[config.mk]
export PLATFORM = sky130hd
export DESIGN_NAME = klFrontEnd
export DESIGN_NICKNAME = d
export VERILOG_FILES = /design/src/logic/klfe_pkg.sv /design/src/logic/diagSequencer.sv /design/src/logic/bootWordPacker.sv /design/src/logic/bootImageLoader.sv /design/src/logic/apbRegisterBlock.sv /design/src/logic/klFrontEnd.sv
export VERILOG_INCLUDE_DIRS = /design/src /design/src/logic
export SDC_FILE = /design/constraint.sdc
export NUM_CORES = 1
export LEC_CHECK = 0
export BUFFER_PORTS_ARGS = -buffer_cell sky130_fd_sc_hd__clkbuf_2
export CAP_MARGIN = 20
export CORE_UTILIZATION = 28
export CTS_CLUSTER_DIAMETER = 40
export DETAILED_ROUTE_END_ITERATION = 16
export PLACE_DENSITY = 0.49
export SETUP_SLACK_MARGIN = 0.1
export SYNTH_ARGS = -nofsm -noshare
export SYNTH_HDL_FRONTEND = slang
export SYNTH_HIERARCHICAL = 1
export SYNTH_SLANG_ARGS = --single-unit
[constraint.sdc]
create_clock -name CLK -period 3.32 [get_ports CLK]
set_input_delay 0.83 -clock CLK [delete_from_list [all_inputs] [get_ports CLK]]
set_output_delay 0.83 -clock CLK [all_outputs]
set_load 0.005 [all_outputs]
[src/logic/klfe_macros.svh]
`ifndef KLFE_MACROS_SVH
`define KLFE_MACROS_SVH

//////////////////////////////////////////////////
// Word geometry of the PDP-10
//////////////////////////////////////////////////
`define KLFE_HALF_W 18
`define KLFE_WORD_W 36

// Diagnostic strobe timing in clocks
`define KLFE_STROBE_CYCLES 9
`define KLFE_IDLE_CYCLES 4
`define KLFE_RESET_STEPS 17

// Bootstrap image format
`define KLFE_FILE_BYTES 5
`define KLFE_IOWD_MIN 18'o400000

//////////////////////////////////////////////////
// APB register offsets
//////////////////////////////////////////////////
`define KLFE_REG_CTRL 8'h00
`define KLFE_REG_STATUS 8'h04
`define KLFE_REG_BYTE 8'h08
`define KLFE_REG_MIN 8'h0C
`define KLFE_REG_MAX 8'h10
`define KLFE_REG_START_LH 8'h14
`define KLFE_REG_START_RH 8'h18
`define KLFE_REG_COUNT 8'h1C

`endif

[src/logic/klfe_pkg.sv]
`default_nettype none
`include "klfe_macros.svh"

package klfe_pkg;

  //////////////////////////////////////////////////
  // Vector types
  //////////////////////////////////////////////////

  // Half word carries addresses and diagnostic data
  typedef logic [`KLFE_HALF_W-1:0] tHalf;
  // Full word, bit 35 is PDP-10 bit 0
  typedef logic [`KLFE_WORD_W-1:0] tWord;
  // One byte of the image file
  typedef logic [7:0] tFileByte;

  //////////////////////////////////////////////////
  // Diagnostic function codes, octal as on the EBUS
  //////////////////////////////////////////////////
  typedef enum logic [6:0] {
    diagfStopClock               = 7'o000,
    diagfStartClock              = 7'o001,
    diagfCondStep                = 7'o004,
    diagfClrReset                = 7'o006,
    diagfSetReset                = 7'o007,
    diagfClrRun                  = 7'o010,
    diagfClrBurstCtrRh           = 7'o042,
    diagfClrBurstCtrLh           = 7'o043,
    diagfClrClkSrcRate           = 7'o044,
    diagfSetEboxClkDisables      = 7'o045,
    diagfResetParRegs            = 7'o046,
    diagfClrMboxdisParchkErrstop = 7'o047,
    diagfEnableKl                = 7'o067,
    diagfInitChannels            = 7'o070,
    diagfWriteMbox               = 7'o071,
    diagfEbusLoad                = 7'o076,
    diagfIdle                    = 7'o177
  } tDiagFunc;

  // Master reset sequencer
  typedef enum logic [1:0] {seqIdle, seqStrobe, seqGap} tSeqState;

  // Bootstrap loader
  typedef enum logic [1:0] {loadHeader, loadData, loadDone} tLoadState;

endpackage

`default_nettype wire

[src/logic/diagSequencer.sv]
`timescale 1ns/1ns
`default_nettype none
`include "klfe_macros.svh"

module diagSequencer import klfe_pkg::*; (
  input  wire      CLK,
  input  wire      rstN,
  input  wire      seqStart,
  output logic     seqBusy,
  output logic     seqDone,
  output tDiagFunc diagFunc,
  output tHalf     diagData,
  output logic     diagStrobe
);

  localparam int StepW = $clog2(`KLFE_RESET_STEPS);
  localparam int CntW = $clog2(`KLFE_STROBE_CYCLES);

  tSeqState         state;
  logic [StepW-1:0] stepIdx;
  logic [CntW-1:0]  cycleCnt;
  tDiagFunc         tableFunc;
  tHalf             tableData;

  //////////////////////////////////////////////////
  // Master reset table, as in the KLINIT $KLMR order
  //////////////////////////////////////////////////
  always_comb begin
    tableData = '0;
    case (stepIdx)
      0: tableFunc = diagfClrRun;
      1: begin
        // External clock, no divider
        tableFunc = diagfClrClkSrcRate;
        tableData = 18'o000010;
      end
      2: tableFunc = diagfStopClock;
      3: tableFunc = diagfSetReset;
      4: tableFunc = diagfResetParRegs;
      5: tableFunc = diagfClrMboxdisParchkErrstop;
      6: tableFunc = diagfClrBurstCtrRh;
      7: tableFunc = diagfClrBurstCtrLh;
      8: tableFunc = diagfSetEboxClkDisables;
      9: tableFunc = diagfStartClock;
      10: tableFunc = diagfInitChannels;
      11: tableFunc = diagfClrBurstCtrRh;
      // Second block, after MBOX sync in the original flow
      12: tableFunc = diagfCondStep;
      13: tableFunc = diagfClrReset;
      14: tableFunc = diagfEnableKl;
      15: tableFunc = diagfEbusLoad;
      16: begin
        // Memory reset through the MBOX
        tableFunc = diagfWriteMbox;
        tableData = 18'o000012;
      end
      default: tableFunc = diagfIdle;
    endcase
  end

  //////////////////////////////////////////////////
  // Strobe and gap FSM
  //////////////////////////////////////////////////
  always_ff @(posedge CLK or negedge rstN) begin
    if (!rstN) begin
      state    <= seqIdle;
      stepIdx  <= '0;
      cycleCnt <= '0;
      seqDone  <= 1'b0;
    end else begin
      case (state)
        seqIdle: begin
          // Start only from idle, a start while busy is dropped
          if (seqStart) begin
            state    <= seqStrobe;
            stepIdx  <= '0;
            cycleCnt <= '0;
            seqDone  <= 1'b0;
          end
        end
        seqStrobe: begin
          if (cycleCnt == CntW'(`KLFE_STROBE_CYCLES - 1)) begin
            state    <= seqGap;
            cycleCnt <= '0;
          end else begin
            cycleCnt <= cycleCnt + 1'b1;
          end
        end
        seqGap: begin
          if (cycleCnt == CntW'(`KLFE_IDLE_CYCLES - 1)) begin
            cycleCnt <= '0;
            // Last entry done
            if (stepIdx == StepW'(`KLFE_RESET_STEPS - 1)) begin
              state   <= seqIdle;
              seqDone <= 1'b1;
            end else begin
              state   <= seqStrobe;
              stepIdx <= stepIdx + 1'b1;
            end
          end else begin
            cycleCnt <= cycleCnt + 1'b1;
          end
        end
        default: state <= seqIdle;
      endcase
    end
  end

  // Bus outputs follow state, idle code and zero data outside strobe
  assign seqBusy    = (state != seqIdle);
  assign diagStrobe = (state == seqStrobe);
  assign diagFunc   = diagStrobe ? tableFunc : diagfIdle;
  assign diagData   = diagStrobe ? tableData : '0;

endmodule

`default_nettype wire

[src/logic/bootWordPacker.sv]
`timescale 1ns/1ns
`default_nettype none
`include "klfe_macros.svh"

module bootWordPacker import klfe_pkg::*; (
  input  wire           CLK,
  input  wire           rstN,
  input  wire           loadClear,
  input  wire           byteValid,
  input  wire tFileByte fileByte,
  output logic          wordValid,
  output tWord          fileWord
);

  localparam int CntW = $clog2(`KLFE_FILE_BYTES);

  // Bytes of the current word taken so far
  logic [CntW-1:0] byteCnt;

  //////////////////////////////////////////////////
  // Byte shifter that moves the first byte to the top
  //////////////////////////////////////////////////
  always_ff @(posedge CLK or negedge rstN) begin
    if (!rstN) begin
      byteCnt   <= '0;
      wordValid <= 1'b0;
      fileWord  <= '0;
    end else begin
      wordValid <= 1'b0;
      if (loadClear) begin
        byteCnt <= '0;
      end else if (byteValid) begin
        if (byteCnt == CntW'(`KLFE_FILE_BYTES - 1)) begin
          // Only the upper nibble of the fifth byte belongs to the word
          fileWord  <= {fileWord[`KLFE_WORD_W-5:0], fileByte[7:4]};
          wordValid <= 1'b1;
          byteCnt   <= '0;
        end else begin
          fileWord <= {fileWord[`KLFE_WORD_W-9:0], fileByte};
          byteCnt  <= byteCnt + 1'b1;
        end
      end
    end
  end

endmodule

`default_nettype wire

[src/logic/bootImageLoader.sv]
`timescale 1ns/1ns
`default_nettype none
`include "klfe_macros.svh"

module bootImageLoader import klfe_pkg::*; (
  input  wire       CLK,
  input  wire       rstN,
  input  wire       loadClear,
  input  wire       wordValid,
  input  wire tWord fileWord,
  output logic      memWe,
  output tHalf      memAddr,
  output tWord      memData,
  output logic      loadDone,
  output tHalf      minAddr,
  output tHalf      maxAddr,
  output tWord      startWord,
  output tHalf      wordCount
);

  tLoadState state;
  tHalf      curAddr;
  tHalf      remaining;
  tHalf      leftHalf;
  tHalf      rightHalf;

  // LH holds the negative count of a header and RH the load address
  assign leftHalf  = fileWord[`KLFE_WORD_W-1:`KLFE_HALF_W];
  assign rightHalf = fileWord[`KLFE_HALF_W-1:0];

  //////////////////////////////////////////////////
  // IOWD parser and statistics
  //////////////////////////////////////////////////
  always_ff @(posedge CLK or negedge rstN) begin
    if (!rstN) begin
      state     <= loadHeader;
      memWe     <= 1'b0;
      curAddr   <= '0;
      remaining <= '0;
      minAddr   <= '1;
      maxAddr   <= '0;
      startWord <= '0;
      wordCount <= '0;
    end else begin
      memWe <= 1'b0;
      if (loadClear) begin
        state     <= loadHeader;
        minAddr   <= '1;
        maxAddr   <= '0;
        startWord <= '0;
        wordCount <= '0;
      end else if (wordValid) begin
        case (state)
          loadHeader: begin
            if (leftHalf >= `KLFE_IOWD_MIN) begin
              // Block length is 2^18 minus LH taken modulo 2^18
              remaining <= '0 - leftHalf;
              curAddr   <= rightHalf;
              state     <= loadData;
            end else begin
              // Anything else is the start instruction
              startWord <= fileWord;
              state     <= klfe_pkg::loadDone;
            end
          end
          loadData: begin
            memWe     <= 1'b1;
            curAddr   <= curAddr + 1'b1;
            wordCount <= wordCount + 1'b1;
            if (curAddr < minAddr) begin
              minAddr <= curAddr;
            end
            if (curAddr > maxAddr) begin
              maxAddr <= curAddr;
            end
            // Back to header after last word of block
            remaining <= remaining - 1'b1;
            if (remaining == tHalf'(1)) begin
              state <= loadHeader;
            end
          end
          // Words after the start word wait for a clear
          default: state <= klfe_pkg::loadDone;
        endcase
      end
    end
  end

  // Address and data for the memory write port
  always_ff @(posedge CLK) begin
    if (wordValid && state == loadData) begin
      memAddr <= curAddr;
      memData <= fileWord;
    end
  end

  assign loadDone = (state == klfe_pkg::loadDone);

endmodule

`default_nettype wire

[src/logic/apbRegisterBlock.sv]
`timescale 1ns/1ns
`default_nettype none
`include "klfe_macros.svh"

module apbRegisterBlock import klfe_pkg::*; (
  input  wire         CLK,
  input  wire         rstN,
  input  wire         PSEL,
  input  wire         PENABLE,
  input  wire         PWRITE,
  input  wire  [7:0]  PADDR,
  input  wire  [31:0] PWDATA,
  output logic [31:0] PRDATA,
  output logic        seqStart,
  output logic        loadClear,
  output logic        byteValid,
  output tFileByte    fileByte,
  input  wire         seqBusy,
  input  wire         seqDone,
  input  wire         loadDone,
  input  wire tHalf   minAddr,
  input  wire tHalf   maxAddr,
  input  wire tWord   startWord,
  input  wire tHalf   wordCount
);

  localparam int PadW = 32 - `KLFE_HALF_W;

  logic wrEn;
  logic ctrlWr;
  logic byteWr;

  // Access phase of a write, no wait states
  assign wrEn   = PSEL && PENABLE && PWRITE;
  assign ctrlWr = wrEn && (PADDR == `KLFE_REG_CTRL);
  assign byteWr = wrEn && (PADDR == `KLFE_REG_BYTE);

  //////////////////////////////////////////////////
  // Command pulses, one clock each
  //////////////////////////////////////////////////
  always_ff @(posedge CLK or negedge rstN) begin
    if (!rstN) begin
      seqStart  <= 1'b0;
      loadClear <= 1'b0;
      byteValid <= 1'b0;
    end else begin
      // CTRL bit 0 starts master reset, bit 1 clears loader
      seqStart  <= ctrlWr && PWDATA[0];
      loadClear <= ctrlWr && PWDATA[1];
      byteValid <= byteWr;
    end
  end

  // Byte travels alongside byteValid
  always_ff @(posedge CLK) begin
    if (byteWr) begin
      fileByte <= PWDATA[7:0];
    end
  end

  //////////////////////////////////////////////////
  // Read mux
  //////////////////////////////////////////////////
  always_comb begin
    case (PADDR)
      `KLFE_REG_STATUS:   PRDATA = {29'b0, loadDone, seqDone, seqBusy};
      `KLFE_REG_MIN:      PRDATA = {{PadW{1'b0}}, minAddr};
      `KLFE_REG_MAX:      PRDATA = {{PadW{1'b0}}, maxAddr};
      // Start word split into halves
      `KLFE_REG_START_LH: PRDATA = {{PadW{1'b0}}, startWord[`KLFE_WORD_W-1:`KLFE_HALF_W]};
      `KLFE_REG_START_RH: PRDATA = {{PadW{1'b0}}, startWord[`KLFE_HALF_W-1:0]};
      `KLFE_REG_COUNT:    PRDATA = {{PadW{1'b0}}, wordCount};
      // CTRL and BYTE are write only
      default:            PRDATA = '0;
    endcase
  end

endmodule

`default_nettype wire

[src/logic/klFrontEnd.sv]
`timescale 1ns/1ns
`default_nettype none
`include "klfe_macros.svh"

module klFrontEnd import klfe_pkg::*; (
  input  wire         CLK,
  input  wire         rstN,
  input  wire         PSEL,
  input  wire         PENABLE,
  input  wire         PWRITE,
  input  wire  [7:0]  PADDR,
  input  wire  [31:0] PWDATA,
  output logic [31:0] PRDATA,
  output tDiagFunc    diagFunc,
  output tHalf        diagData,
  output logic        diagStrobe,
  output logic        memWe,
  output tHalf        memAddr,
  output tWord        memData
);

  // Register block commands
  logic     seqStart;
  logic     loadClear;
  logic     byteValid;
  tFileByte fileByte;

  // Sequencer status
  logic seqBusy;
  logic seqDone;

  // Packer to loader
  logic wordValid;
  tWord fileWord;

  // Loader results
  logic loadDone;
  tHalf minAddr;
  tHalf maxAddr;
  tWord startWord;
  tHalf wordCount;

  //////////////////////////////////////////////////
  // Host interface
  //////////////////////////////////////////////////
  apbRegisterBlock regs (
    .CLK       (CLK),
    .rstN      (rstN),
    .PSEL      (PSEL),
    .PENABLE   (PENABLE),
    .PWRITE    (PWRITE),
    .PADDR     (PADDR),
    .PWDATA    (PWDATA),
    .PRDATA    (PRDATA),
    .seqStart  (seqStart),
    .loadClear (loadClear),
    .byteValid (byteValid),
    .fileByte  (fileByte),
    .seqBusy   (seqBusy),
    .seqDone   (seqDone),
    .loadDone  (loadDone),
    .minAddr   (minAddr),
    .maxAddr   (maxAddr),
    .startWord (startWord),
    .wordCount (wordCount)
  );

  // Master reset on the diagnostic bus
  diagSequencer seq (
    .CLK        (CLK),
    .rstN       (rstN),
    .seqStart   (seqStart),
    .seqBusy    (seqBusy),
    .seqDone    (seqDone),
    .diagFunc   (diagFunc),
    .diagData   (diagData),
    .diagStrobe (diagStrobe)
  );

  //////////////////////////////////////////////////
  // Bootstrap path
  //////////////////////////////////////////////////
  bootWordPacker packer (
    .CLK       (CLK),
    .rstN      (rstN),
    .loadClear (loadClear),
    .byteValid (byteValid),
    .fileByte  (fileByte),
    .wordValid (wordValid),
    .fileWord  (fileWord)
  );

  bootImageLoader loader (
    .CLK       (CLK),
    .rstN      (rstN),
    .loadClear (loadClear),
    .wordValid (wordValid),
    .fileWord  (fileWord),
    .memWe     (memWe),
    .memAddr   (memAddr),
    .memData   (memData),
    .loadDone  (loadDone),
    .minAddr   (minAddr),
    .maxAddr   (maxAddr),
    .startWord (startWord),
    .wordCount (wordCount)
  );

endmodule

`default_nettype wire

==> key figures, run 1 <==
Routing
  • Total vias in the final route: 10.7k
  • Routed wirelength normalized by instance count: 19.4 um
  • Drc violations: 0
  • Iteration count of the initial detailed-routing pass: 5
  • Aggregate routed wire length: 42.0 mm
  • Antenna-violating nets left: 0
  • Ratio of routed vias to standard cells: 4.93
  • Drt first-iter violations: 767

Synthesis
  • Flip-flop and latch count after synthesis: 246
  • Share of synthesized registers carrying an async set or reset: 74.8%
  • Number of synthesized flops with an enable pin: 62
  • Post-Synthesis Cell Area: 13600 sq um
  • Synthesized area divided by synthesized cell count: 9.92 sq um
  • Area share of the largest cell type after synthesis: 30.6%
  • Share of the yosys chip area belonging to registers: 47.8%
  • Most used flip-flop cell after synthesis: sky130_fd_sc_hd__dfrtp_1
  • Count of yosys warnings during synthesis: 6
  • Number of distinct library cell variants in the gate-level netlist after synthesis: 82
  • Area contributors post-synth: sky130_fd_sc_hd__dfrtp_1 31%, sky130_fd_sc_hd__edfxtp_1 14%, sky130_fd_sc_hd__mux2i_1 6.8%, sky130_fd_sc_hd__ha_1 4.9%, sky130_fd_sc_hd__nand2_1 3.5%
  • Cell type with the largest total area after synthesis: sky130_fd_sc_hd__dfrtp_1
  • Cell count after synthesis: 1369

Timing
  • Final Skew: 17.2 ps
  • Fin Hold WS: 247 ps
  • RSZ-0062 raised after global routing: yes
  • Final sum of negative setup slack: 0 ps
  • Final cycle utilization of the critical path: 95.1%
  • Fmax: 317 MHz
  • Worst Tran Pin Value: 1100 ps
  • Count of pins over their slew limit: 0
  • Final number of hold-violating endpoints: 0
  • Worst slew margin: 26.9%
  • Number of setup violations in the final report: 0
  • Time the final worst path needs with I/O delays and setup: 3160 ps

Clocking
  • Clock latency on the worst-skew pair: 590 ps
  • Hold bufs inserted after CTS: 0
  • TritonCTS clock tree: yes
  • Root Driver: sky130_fd_sc_hd__clkbuf_16
  • CTS Sinks: 246
  • Register clock-pin slew on the reported worst setup and hold paths: 50 ps
  • Number of H-tree levels: 2
  • Maximum clock path buffer count: 3
  • CTS Buf Count: 56

Finish
  • Proportion of layout cells with a drive suffix above 1: 21.7%
  • Most frequent cells in the layout: 160 x sky130_fd_sc_hd__dfrtp_1, 127 x sky130_fd_sc_hd__nand2_1, 103 x sky130_fd_sc_hd__nor2_1, 100 x sky130_fd_sc_hd__clkbuf_2, 92 x sky130_fd_sc_hd__mux2i_1
  • Count of fill cells added during filler insertion: 4866
  • Post-synthesis to final-layout area growth: 24.5%
  • Net count reported at finish: 1602
  • Diodes inserted: 0
  • Most frequent standard cell in the layout excluding fill and tap cells: sky130_fd_sc_hd__dfrtp_1

Critical path
  • Ordered cell list for the critical path: ha_4 -> and3_4 -> ha_4 -> o21bai_4 -> nor2_2 -> nand4_1 -> buf_6 -> nand3_1 -> clkbuf_2
  • Worst path max stage delay: 460 ps
  • Critical path fanouts, max: 6
  • Crit end category: output port
  • Data arrival time of the critical path: 2330 ps
  • Master of the slowest instance on the critical path: sky130_fd_sc_hd__dfrtp_2
  • Required time at the endpoint of the critical path: 2490 ps
  • CP Launch Type: flop
  • Cell mode on critical path: sky130_fd_sc_hd__ha_4
  • Critical path start-end classification: flop to output port

Die
  • Rows: 80
  • Area of the core region: 47800 sq um
  • Initial standard-cell utilization of the core: 28.4%
  • I/O pin cnt: 158
  • Vertical die dimension: 222 um
  • Area enclosed by the die boundary: 49400 sq um
  • Die width: 222 um

Min path
  • Worst min path class: primary input to asynchronous set/reset pin

GRT
  • Largest net degree at the start of global routing: 116
  • GRT Max-Usage Layer: met2
  • Routing usage on met3: 3.90%
  • Overflow left after global routing: 0
  • Total global routing track utilization: 17.1%
  • Initial antenna violation count: 0
  • GR met1 Demand/Resource: 22.8%
  • Global-route wire length before repair: 64.6 mm
  • Number of global-route vias before repair: 10.6k
  • Met2 demand-to-capacity share in global routing: 26.7%

Power
  • Switching power of the nets: 2.23 mW
  • Leak pwr: 7.10 nW
  • Fraction of power consumed by sequential logic: 34.6%
  • Total internal power: 6.85 mW
  • Worst vdd rail ir drop: 0.322 mV
  • Switching part of the total: 24.6%
  • Proportion of power drawn by the clock network: 60.7%
  • Areal power density over the cells: 538 nW/um^2
  • Part of the total power dissipated in combinational logic: 4.7%

Placement
  • Input/output buffers: 103
  • Hpwl dp: 29.0 mm
  • GP Congestion: 0.852

Flow run
  • Max-cap viol count: 0

Status
  • Outcome: completed
-- critical path: cells and delay by family, from the launching register on --
family | cells | cell delay (ps)
and+or+nand+nor | 4 | 520
DFF | 1 | 460
adders and majority gates | 2 | 330
buffers and inverters | 2 | 280
AOI/OAI and AO/OA | 1 | 170
-- what timing repair did --
action | CTS | global route
pin swaps | 8 | 4
setup endpoints to repair | 7 | 8
hold endpoints to repair | 0 | 0
resized for setup | 16 | 13
buffers inserted | 5 | 3
-- synth_stat cells, drive strengths merged (3+ instances only) --
cell type and number:
dfrtp 166, nand2 128, o21ai 116, nor2 105, mux2i 92, nand2b 74
a21oi 71, inv 65, edfxtp 62, buf 61, nand3 54, ha 53
clkbuf 49, nor3 28, a22oi 20, nand4 19, xor2 19, dfstp 18
o221ai 16, xnor2 13, nor4 11, o22ai 10, or3 10, a211oi 9
a22o 7, a31oi 7, nor2b 7, a21o 6, and3 6, and2 5
o31ai 5, mux2 4, nand3b 4, a2bb2oi 3, and4 3, nor3b 3
nor4b 3, o211ai 3, o21bai 3, or3b 3
-- layer usage --
layer	routed length (um)	part of all wire, %
met2	19500	46
met4	1200	2.9
met3	2080	5.0
met1	19200	46
met5	0	0
-- cells by family after synthesis --
logic type | after synthesis | share of synthesized area (%)
multiplexers | 98 | 7.53
adder cells (fa/ha/maj) | 53 | 4.88
AND/OR/NAND/NOR | 469 | 17.4
AO/OA/AOI/OAI | 294 | 13.7
flip-flops | 246 | 47.8
buffers and inverters | 175 | 6.56
XOR/XNOR | 32 | 2.06
other | 2 | 0.0553
-- final cells by class --
cell class | count | area (sq um) | area share [%]
clock inverters | 39 | 379 | 2.24
well taps | 615 | 769 | 4.55
repair buffers | 159 | 1030 | 6.08
multi-input cells | 976 | 6450 | 38.2
flip-flops and latches | 246 | 6500 | 38.4
clock buffers | 67 | 1540 | 9.08
inverters | 65 | 244 | 1.44
-- state kept, by name, summed over array words and instances (netlist names), 5 cells and up --
name              count
loader/remaining     18
seq/stepIdx           5
packer/fileWord      36
loader/memAddr       18
loader/wordCount     18
regs/fileByte         8
loader/memData       36
loader/maxAddr       18
loader/minAddr       18
loader/startWord     36
loader/curAddr       18
-- metrics by stage --
stage	total power, mW	utilization [%]	setup slack, ps	area (sq um)	instances
floorplan	3.46	-	698	13700	1397
global placement	3.61	30.9	244	14800	2053
detailed placement	3.62	30.9	223	14800	2053
CTS	9.21	35.1	114	16800	2164
global route	9.40	35.3	55.9	16900	2167
finish	9.09	35.3	162	16900	2167
-- final timing paths --
| path | cells after the start | slack (ps) | startpoint | endpoint |
|---|---|---|---|---|
| max in group asynchronous | 2 | 2260 | rstN | loader/maxAddr[13] |
| min | 1 | 250 | rstN | seq/stepIdx[4] |
| min in group CLK | 1 | 410 | PWDATA[7] | regs/fileByte[7] |
| max reg2reg | 8 | 390 | loader/maxAddr[16] | loader/maxAddr[11] |
| max | 9 | 160 | seq/stepIdx[0] | diagFunc[4] |
| min reg2reg | 2 | 480 | loader/startWord[2] | loader/startWord[2] |
-- power groups by stage --
stage	sequential [mW]	clock (mW)	combinational (mW)
2_1_floorplan	3.19	0	0.271
3_3_place_gp	3.20	0	0.417
3_5_place_dp	3.20	0	0.425
4_1_cts	3.15	5.64	0.426
5_1_grt	3.15	5.78	0.475
6_report	3.15	5.52	0.424
Power figures use the tool's default switching activity.
==> run 2, diff against run 1 <==
- CORE_UTILIZATION: 28 -> 59
- PLACE_DENSITY: 0.49 -> 0.86
==> key figures, run 2 (same netlist as run 1, synthesis figures left out) <==
Power
  • Proportion of power drawn by the clock network: 53.6% (-7.1 points)
  • Fraction of power consumed by sequential logic: 40.9% (+6.3 points)
  • Areal power density over the cells: 484 nW/um^2 (-10%)
  • Total internal power: 5.83 mW (-15%)
  • Power consumption: 7.67 mW (-16%)
  • Worst vdd rail ir drop: 0.427 mV (+33%)
  • Leak pwr: 6.80 nW (-4.3%)
  • Part of the total power dissipated in combinational logic: 5.4% (+0.7 points)
  • Switching part of the total: 24.0% (-0.58 points)
  • Switching power of the nets: 1.84 mW (-18%)

Clocking
  • Clock latency on the worst-skew pair: 530 ps (-60 ps)
  • TritonCTS clock tree: yes
  • CTS Sinks: 246 (unchanged)
  • Number of H-tree levels: 2 (unchanged)
  • Hold bufs inserted after CTS: 0 (unchanged)
  • Register clock-pin slew on the reported worst setup and hold paths: 60 ps (about the same)
  • Maximum clock path buffer count: 3 (unchanged)
  • CTS Buf Count: 38 (-32%)
  • Root Driver: sky130_fd_sc_hd__clkbuf_16

Critical path
  • Crit end category: output port
  • Critical path fanouts, max: 7 (+1)
  • Critical path start-end classification: flop to output port
  • Required time at the endpoint of the critical path: 2490 ps (about the same)
  • Data arrival time of the critical path: 2450 ps (+120 ps)
  • Reg-to-reg startpoint: loader/curAddr[1]
  • Setup crit start: seq/stepIdx[1]
  • Endpoint of the worst-slack reg-to-reg timing path: loader/minAddr[17]
  • Setup slack of the worst register-to-register path: 350 ps (-40 ps)
  • CP Launch Type: flop
  • Worst reg-to-reg path cell count: 7 (-1)

Die
  • Die width: 154 um (-31%)
  • I/O pin cnt: 158 (unchanged)
  • Area of the core region: 22600 sq um (-53%)
  • Initial standard-cell utilization of the core: 60.0% (+32 points)
  • Area enclosed by the die boundary: 23600 sq um (-52%)
  • Rows: 55 (-31%)
  • Vertical die dimension: 154 um (-31%)

Status
  • Outcome: completed

Placement
  • Input/output buffers: 103 (unchanged)
  • Placed Cells incl. Taps: 1719 (-16%)
  • GP Congestion: 0.942 (+11%)
  • Hpwl dp: 24.4 mm (-16%)

Routing
  • Drc violations: 0 (unchanged)
  • Ratio of routed vias to standard cells: 6.30 (+28%)
  • Iteration count of the initial detailed-routing pass: 8 (+3)
  • Aggregate routed wire length: 37.4 mm (-11%)
  • Total vias in the final route: 11.3k (+6.0%)
  • Antenna-violating nets left: 0 (unchanged)
  • Drt first-iter violations: 1255 (+64%)
  • Routed wirelength normalized by instance count: 20.8 um (+7.3%)

Finish
  • Post-synthesis to final-layout area growth: 16.7%
  • Fraction of the core area covered by cells at the end of the flow: 70.0% (+35 points)
  • Net count reported at finish: 1581 (-1.3%)
  • Top flop regs: loader/memData (36), loader/startWord (36), packer/fileWord (36)
  • Storage element area: 6500 sq um (unchanged)
  • Diodes inserted: 0 (unchanged)
  • Most frequent cells in the layout: 160 x sky130_fd_sc_hd__dfrtp_1, 127 x sky130_fd_sc_hd__nand2_1, 103 x sky130_fd_sc_hd__nor2_1, 96 x sky130_fd_sc_hd__clkbuf_2, 92 x sky130_fd_sc_hd__mux2i_1
  • Multi-input logic area: 6420 sq um (-0.54%)
  • Number of cells in the finished layout apart from fillers: 1798 (-17%)
  • Count of fill cells added during filler insertion: 1524 (-69%)
  • Proportion of layout cells with a drive suffix above 1: 19.7% (-2.0 points)
  • Most frequent standard cell in the layout excluding fill and tap cells: sky130_fd_sc_hd__dfrtp_1

GRT
  • Total global routing track utilization: 31.3% (+14 points)
  • Number of global-route vias before repair: 10.8k (+2.0%)
  • Overflow left after global routing: 0 (unchanged)
  • Initial antenna violation count: 0 (unchanged)
  • Global-route wire length before repair: 57.9 mm (-10%)
  • Largest net degree at the start of global routing: 87 (-25%)

Timing
  • Count of pins over their slew limit: 0 (unchanged)
  • Final cycle utilization of the critical path: 98.7% (+3.6 points)
  • Fmax: 305 MHz (-3.6%)
  • RSZ-0062 raised after global routing: yes
  • Worst Tran Pin Value: 978 ps (-119 ps)
  • Final Skew: 23.1 ps (+5.88 ps)
  • Fin Hold WS: 326 ps (+79.2 ps)
  • Final number of hold-violating endpoints: 0 (unchanged)
  • Final sum of negative setup slack: 0 ps (unchanged)
  • Number of setup violations in the final report: 0 (unchanged)
  • Time the final worst path needs with I/O delays and setup: 3280 ps (+118 ps)
  • Worst slew margin: 34.5% (+7.6 points)

Flow run
  • Max-cap viol count: 0 (unchanged)

Min path
  • Worst min path class: primary input to asynchronous set/reset pin
-- run 2: changes by cell type in the layout (fill, tap and decap cells not counted), sizes merged --
| cell | previous run | this run |
|---|---|---|
| buf | 58 | 60 |
| bufinv | 3 | 4 |
| clkbuf | 168 | 138 |
| clkinv | 15 | 10 |
| clkinvlp | 11 | 7 |
| inv | 75 | 72 |
-- run 2: what timing repair did --
action | CTS | global route
setup buffers | 5 | 4
setup endpoints to repair | 7 | 7
resized for setup | 9 | 22
pin swaps | 4 | 7
-- run 2: routing by layer --
metal | part of all wire, % | track usage [%]
met3 | 9.7 | 5.41
met1 | 38 | 40.9
met2 | 47 | 50.8
met4 | 5.1 | 15.4
met5 | 0 | 0
-- run 2: critical path: stages (launching register included) --
cell	delay (ps)
sky130_fd_sc_hd__dfrtp_2	450
sky130_fd_sc_hd__ha_4	180
sky130_fd_sc_hd__and3_1	200
sky130_fd_sc_hd__ha_2	200
sky130_fd_sc_hd__o21bai_4	180
sky130_fd_sc_hd__nor2_2	130
sky130_fd_sc_hd__nand4_1	270
sky130_fd_sc_hd__nand3_1	190
sky130_fd_sc_hd__buf_2	130
-- run 2: worst max path at each step --
stage | to | cells past startpoint | slack (ps)
after CTS | diagFunc[1] | 8 | 100
after floorplan | PRDATA[10] | 5 | 700
final | diagFunc[0] | 8 | 40
after global placement | PRDATA[17] | 6 | 310
after detailed placement | PRDATA[3] | 6 | 320
after global routing | diagFunc[0] | 9 | -40
-- run 2: power groups by stage --
stage	Clock [mW]	Sequential (mW)	Combinational, mW
2_1_floorplan	0	3.19	0.271
3_3_place_gp	0	3.19	0.394
3_5_place_dp	0	3.20	0.411
4_1_cts	4.15	3.14	0.413
5_1_grt	4.27	3.14	0.460
6_report	4.11	3.14	0.417
-- run 2: layout make-up --
| cell class | instances | share of cell area [%] |
|---|---|---|
| clock buffers | 42 | 6.34 |
| flip-flops and latches | 246 | 41.0 |
| well taps | 285 | 2.25 |
| repair buffers | 156 | 6.27 |
| multi-input cells | 976 | 40.5 |
| inverters | 65 | 1.55 |
| clock inverters | 28 | 2.13 |
-- run 2: metrics by stage --
stage | setup WS (ps) | cell area, sq um
after floorplan | 698 | 13700
after global placement | 310 | 14300
after detailed placement | 315 | 14300
after CTS | 102 | 15800
after global routing | -38.5 | 15900
final | 43.9 | 15900
==> run 3, diff against run 2 <==
- BUFFER_PORTS_ARGS: -buffer_cell sky130_fd_sc_hd__clkbuf_2 -> -buffer_cell sky130_fd_sc_hd__buf_2
==> key figures, run 3 (same netlist as run 1, synthesis figures left out) <==
Clocking
  • TritonCTS clock tree: yes
  • Root Driver: sky130_fd_sc_hd__clkbuf_16
  • CTS Buf Count: 38 (unchanged)
  • Number of H-tree levels: 2 (unchanged)
  • Clock latency on the worst-skew pair: 520 ps (about the same)
  • Maximum clock path buffer count: 3 (unchanged)
  • Register clock-pin slew on the reported worst setup and hold paths: 50 ps (about the same)
  • CTS Sinks: 246 (unchanged)
  • Hold bufs inserted after CTS: 0 (unchanged)

Critical path
  • Reg-to-reg startpoint: loader/curAddr[17]
  • Critical path start-end classification: flop to output port
  • Crit end category: output port
  • Worst path max stage delay: 460 ps (about the same)
  • Ordered cell list for the critical path: ha_4 -> and3_4 -> ha_2 -> o21bai_4 -> nor2_2 -> nand4_1 -> nand4_1 -> buf_2
  • Top cell family by delay on the critical path: simple AND/OR/NAND/NOR gates
  • CP Launch Type: flop
  • Worst reg-to-reg path cell count: 7 (unchanged)
  • Critical path fanouts, max: 7 (unchanged)
  • Required time at the endpoint of the critical path: 2490 ps (about the same)
  • CP Buf/Inv Count: 1 (unchanged)
  • Data arrival time of the critical path: 2420 ps (-30 ps)
  • Cell mode on critical path: sky130_fd_sc_hd__nand4_1
  • Master of the slowest instance on the critical path: sky130_fd_sc_hd__dfrtp_2
  • Endpoint of the worst-slack reg-to-reg timing path: loader/maxAddr[11]
  • Setup slack of the worst register-to-register path: 640 ps (+290 ps)

Finish
  • Net count reported at finish: 1577 (-0.25%)
  • Top flop regs: loader/memData (36), loader/startWord (36), packer/fileWord (36)
  • Diodes inserted: 0 (unchanged)
  • Most frequent standard cell in the layout excluding fill and tap cells: sky130_fd_sc_hd__dfrtp_1
  • Most frequent cells in the layout: 160 x sky130_fd_sc_hd__dfrtp_1, 127 x sky130_fd_sc_hd__nand2_1, 103 x sky130_fd_sc_hd__nor2_1, 102 x sky130_fd_sc_hd__buf_2, 92 x sky130_fd_sc_hd__mux2i_1
  • Proportion of layout cells with a drive suffix above 1: 19.4% (-0.33 points)
  • Count of fill cells added during filler insertion: 1563 (+2.6%)
  • Post-synthesis to final-layout area growth: 16.2%
  • Number of cells in the finished layout apart from fillers: 1793 (-0.28%)
  • Fraction of the core area covered by cells at the end of the flow: 69.7% (-0.30 points)

Flow run
  • Max-cap viol count: 0 (unchanged)

Timing
  • Fmax: 308 MHz (+0.93%)
  • RSZ-0062 raised after global routing: yes
  • Number of setup violations in the final report: 0 (unchanged)
  • Post-route worst setup slack: 74.0 ps (+30.2 ps)
  • Final Skew: 32.1 ps (+9.03 ps)
  • Final number of hold-violating endpoints: 0 (unchanged)
  • Worst slew margin: 52.6% (+18 points)
  • Final sum of negative setup slack: 0 ps (unchanged)
  • Time the final worst path needs with I/O delays and setup: 3250 ps (-30.2 ps)
  • Final cycle utilization of the critical path: 97.8% (-0.91 points)
  • Count of pins over their slew limit: 0 (unchanged)
  • Worst Tran Pin Value: 711 ps (-266 ps)

Routing
  • Drc violations: 0 (unchanged)
  • Aggregate routed wire length: 37.1 mm (-0.62%)
  • Iteration count of the initial detailed-routing pass: 6 (-2)
  • Antenna-violating nets left: 0 (unchanged)
  • Ratio of routed vias to standard cells: 6.30 (about the same)
  • Total vias in the final route: 11.3k (-0.22%)
  • Drt first-iter violations: 1215 (-3.2%)
  • Routed wirelength normalized by instance count: 20.7 um (-0.34%)

Power
  • Worst vdd rail ir drop: 0.363 mV (-15%)
  • Leak pwr: 6.78 nW (-0.35%)
  • Areal power density over the cells: 490 nW/um^2 (+1.2%)

Die
  • Area enclosed by the die boundary: 23600 sq um (unchanged)
  • Vertical die dimension: 154 um (unchanged)
  • Rows: 55 (unchanged)
  • Area of the core region: 22600 sq um (unchanged)
  • I/O pin cnt: 158 (unchanged)
  • Initial standard-cell utilization of the core: 60.0% (unchanged)
  • Die width: 154 um (unchanged)

GRT
  • Initial antenna violation count: 0 (unchanged)
  • Largest net degree at the start of global routing: 88 (+1.1%)
  • Number of global-route vias before repair: 10.9k (+1.1%)
  • Total global routing track utilization: 31.4% (+0.070 points)
  • Overflow left after global routing: 0 (unchanged)
  • Global-route wire length before repair: 58.4 mm (+0.87%)

Status
  • Outcome: completed

Placement
  • GP Congestion: 0.912 (-3.2%)
  • Hpwl dp: 24.0 mm (-1.6%)
  • Placed Cells incl. Taps: 1715 (-0.23%)
  • Post-place setup slack: 334 ps (+18.8 ps)
  • Input/output buffers: 103 (unchanged)

Min path
  • Worst min path class: primary input to asynchronous set/reset pin
## run 3: changes by cell type in the layout (fill, tap and decap cells not counted), sizes merged
cell,previous run,this run
clkinvlp,7,0
clkinv,10,6
inv,72,75
bufinv,4,5
clkbuf,138,48
buf,60,152
## run 3: worst max-delay path by stage
stage | from | end | slack (ps) | cells past startpoint
floorplan | PADDR[2] | PRDATA[10] | 700 | 5
finish | seq/stepIdx[1] | diagFunc[3] | 70 | 8
detailed placement | PADDR[2] | PRDATA[17] | 330 | 6
CTS | seq/stepIdx[1] | diagFunc[3] | 100 | 8
global placement | PADDR[2] | PRDATA[17] | 360 | 6
global route | seq/stepIdx[1] | diagFunc[3] | 2 | 8
## run 3: through the flow
step / area [sq um] / hold WS, ps / total power [mW]
after floorplan: 13700 / 440 / 3.46
after global placement: 14300 / 460 / 3.58
after detailed placement: 14300 / 466 / 3.60
after CTS: 15700 / 261 / 7.76
after global routing: 15800 / 276 / 7.95
final: 15800 / 250 / 7.73
## run 3: what timing repair did
action / in CTS / in global routing
setup buffers: 4 / 5
pin swaps: 4 / 9
endpoints found under the setup margin: 7 / 7
gates resized for setup: 7 / 17
## run 3: report_power, final
group	total, mW	internal [mW]	switching [mW]
combinational	0.411	0.150	0.261
sequential	3.14	3.12	0.0241
clock	4.18	2.71	1.47
total	7.73	5.98	1.75
## run 3: final cells by class
cell class                 count  area [sq um]  share of cell area [%]
clock buffer                  48          1070                    6.78
sequential                   246          6500                    41.2
inverter                      65           244                    1.55
tap                          285           357                    2.26
timing repair buffer         152           918                    5.82
multi-input combinational    976          6420                    40.7
clock inverter                21           274                    1.74
## run 3: metal layers
metal | track usage (%) | up-vias | routed length (um)
met1 | 40.8 | 5457 | 14300
met2 | 49.4 | 678 | 17200
li1 | - | 5015 | -
met4 | 17.2 | 0 | 2020
met5 | 0 | - | 0
met3 | 6.54 | 146 | 3590
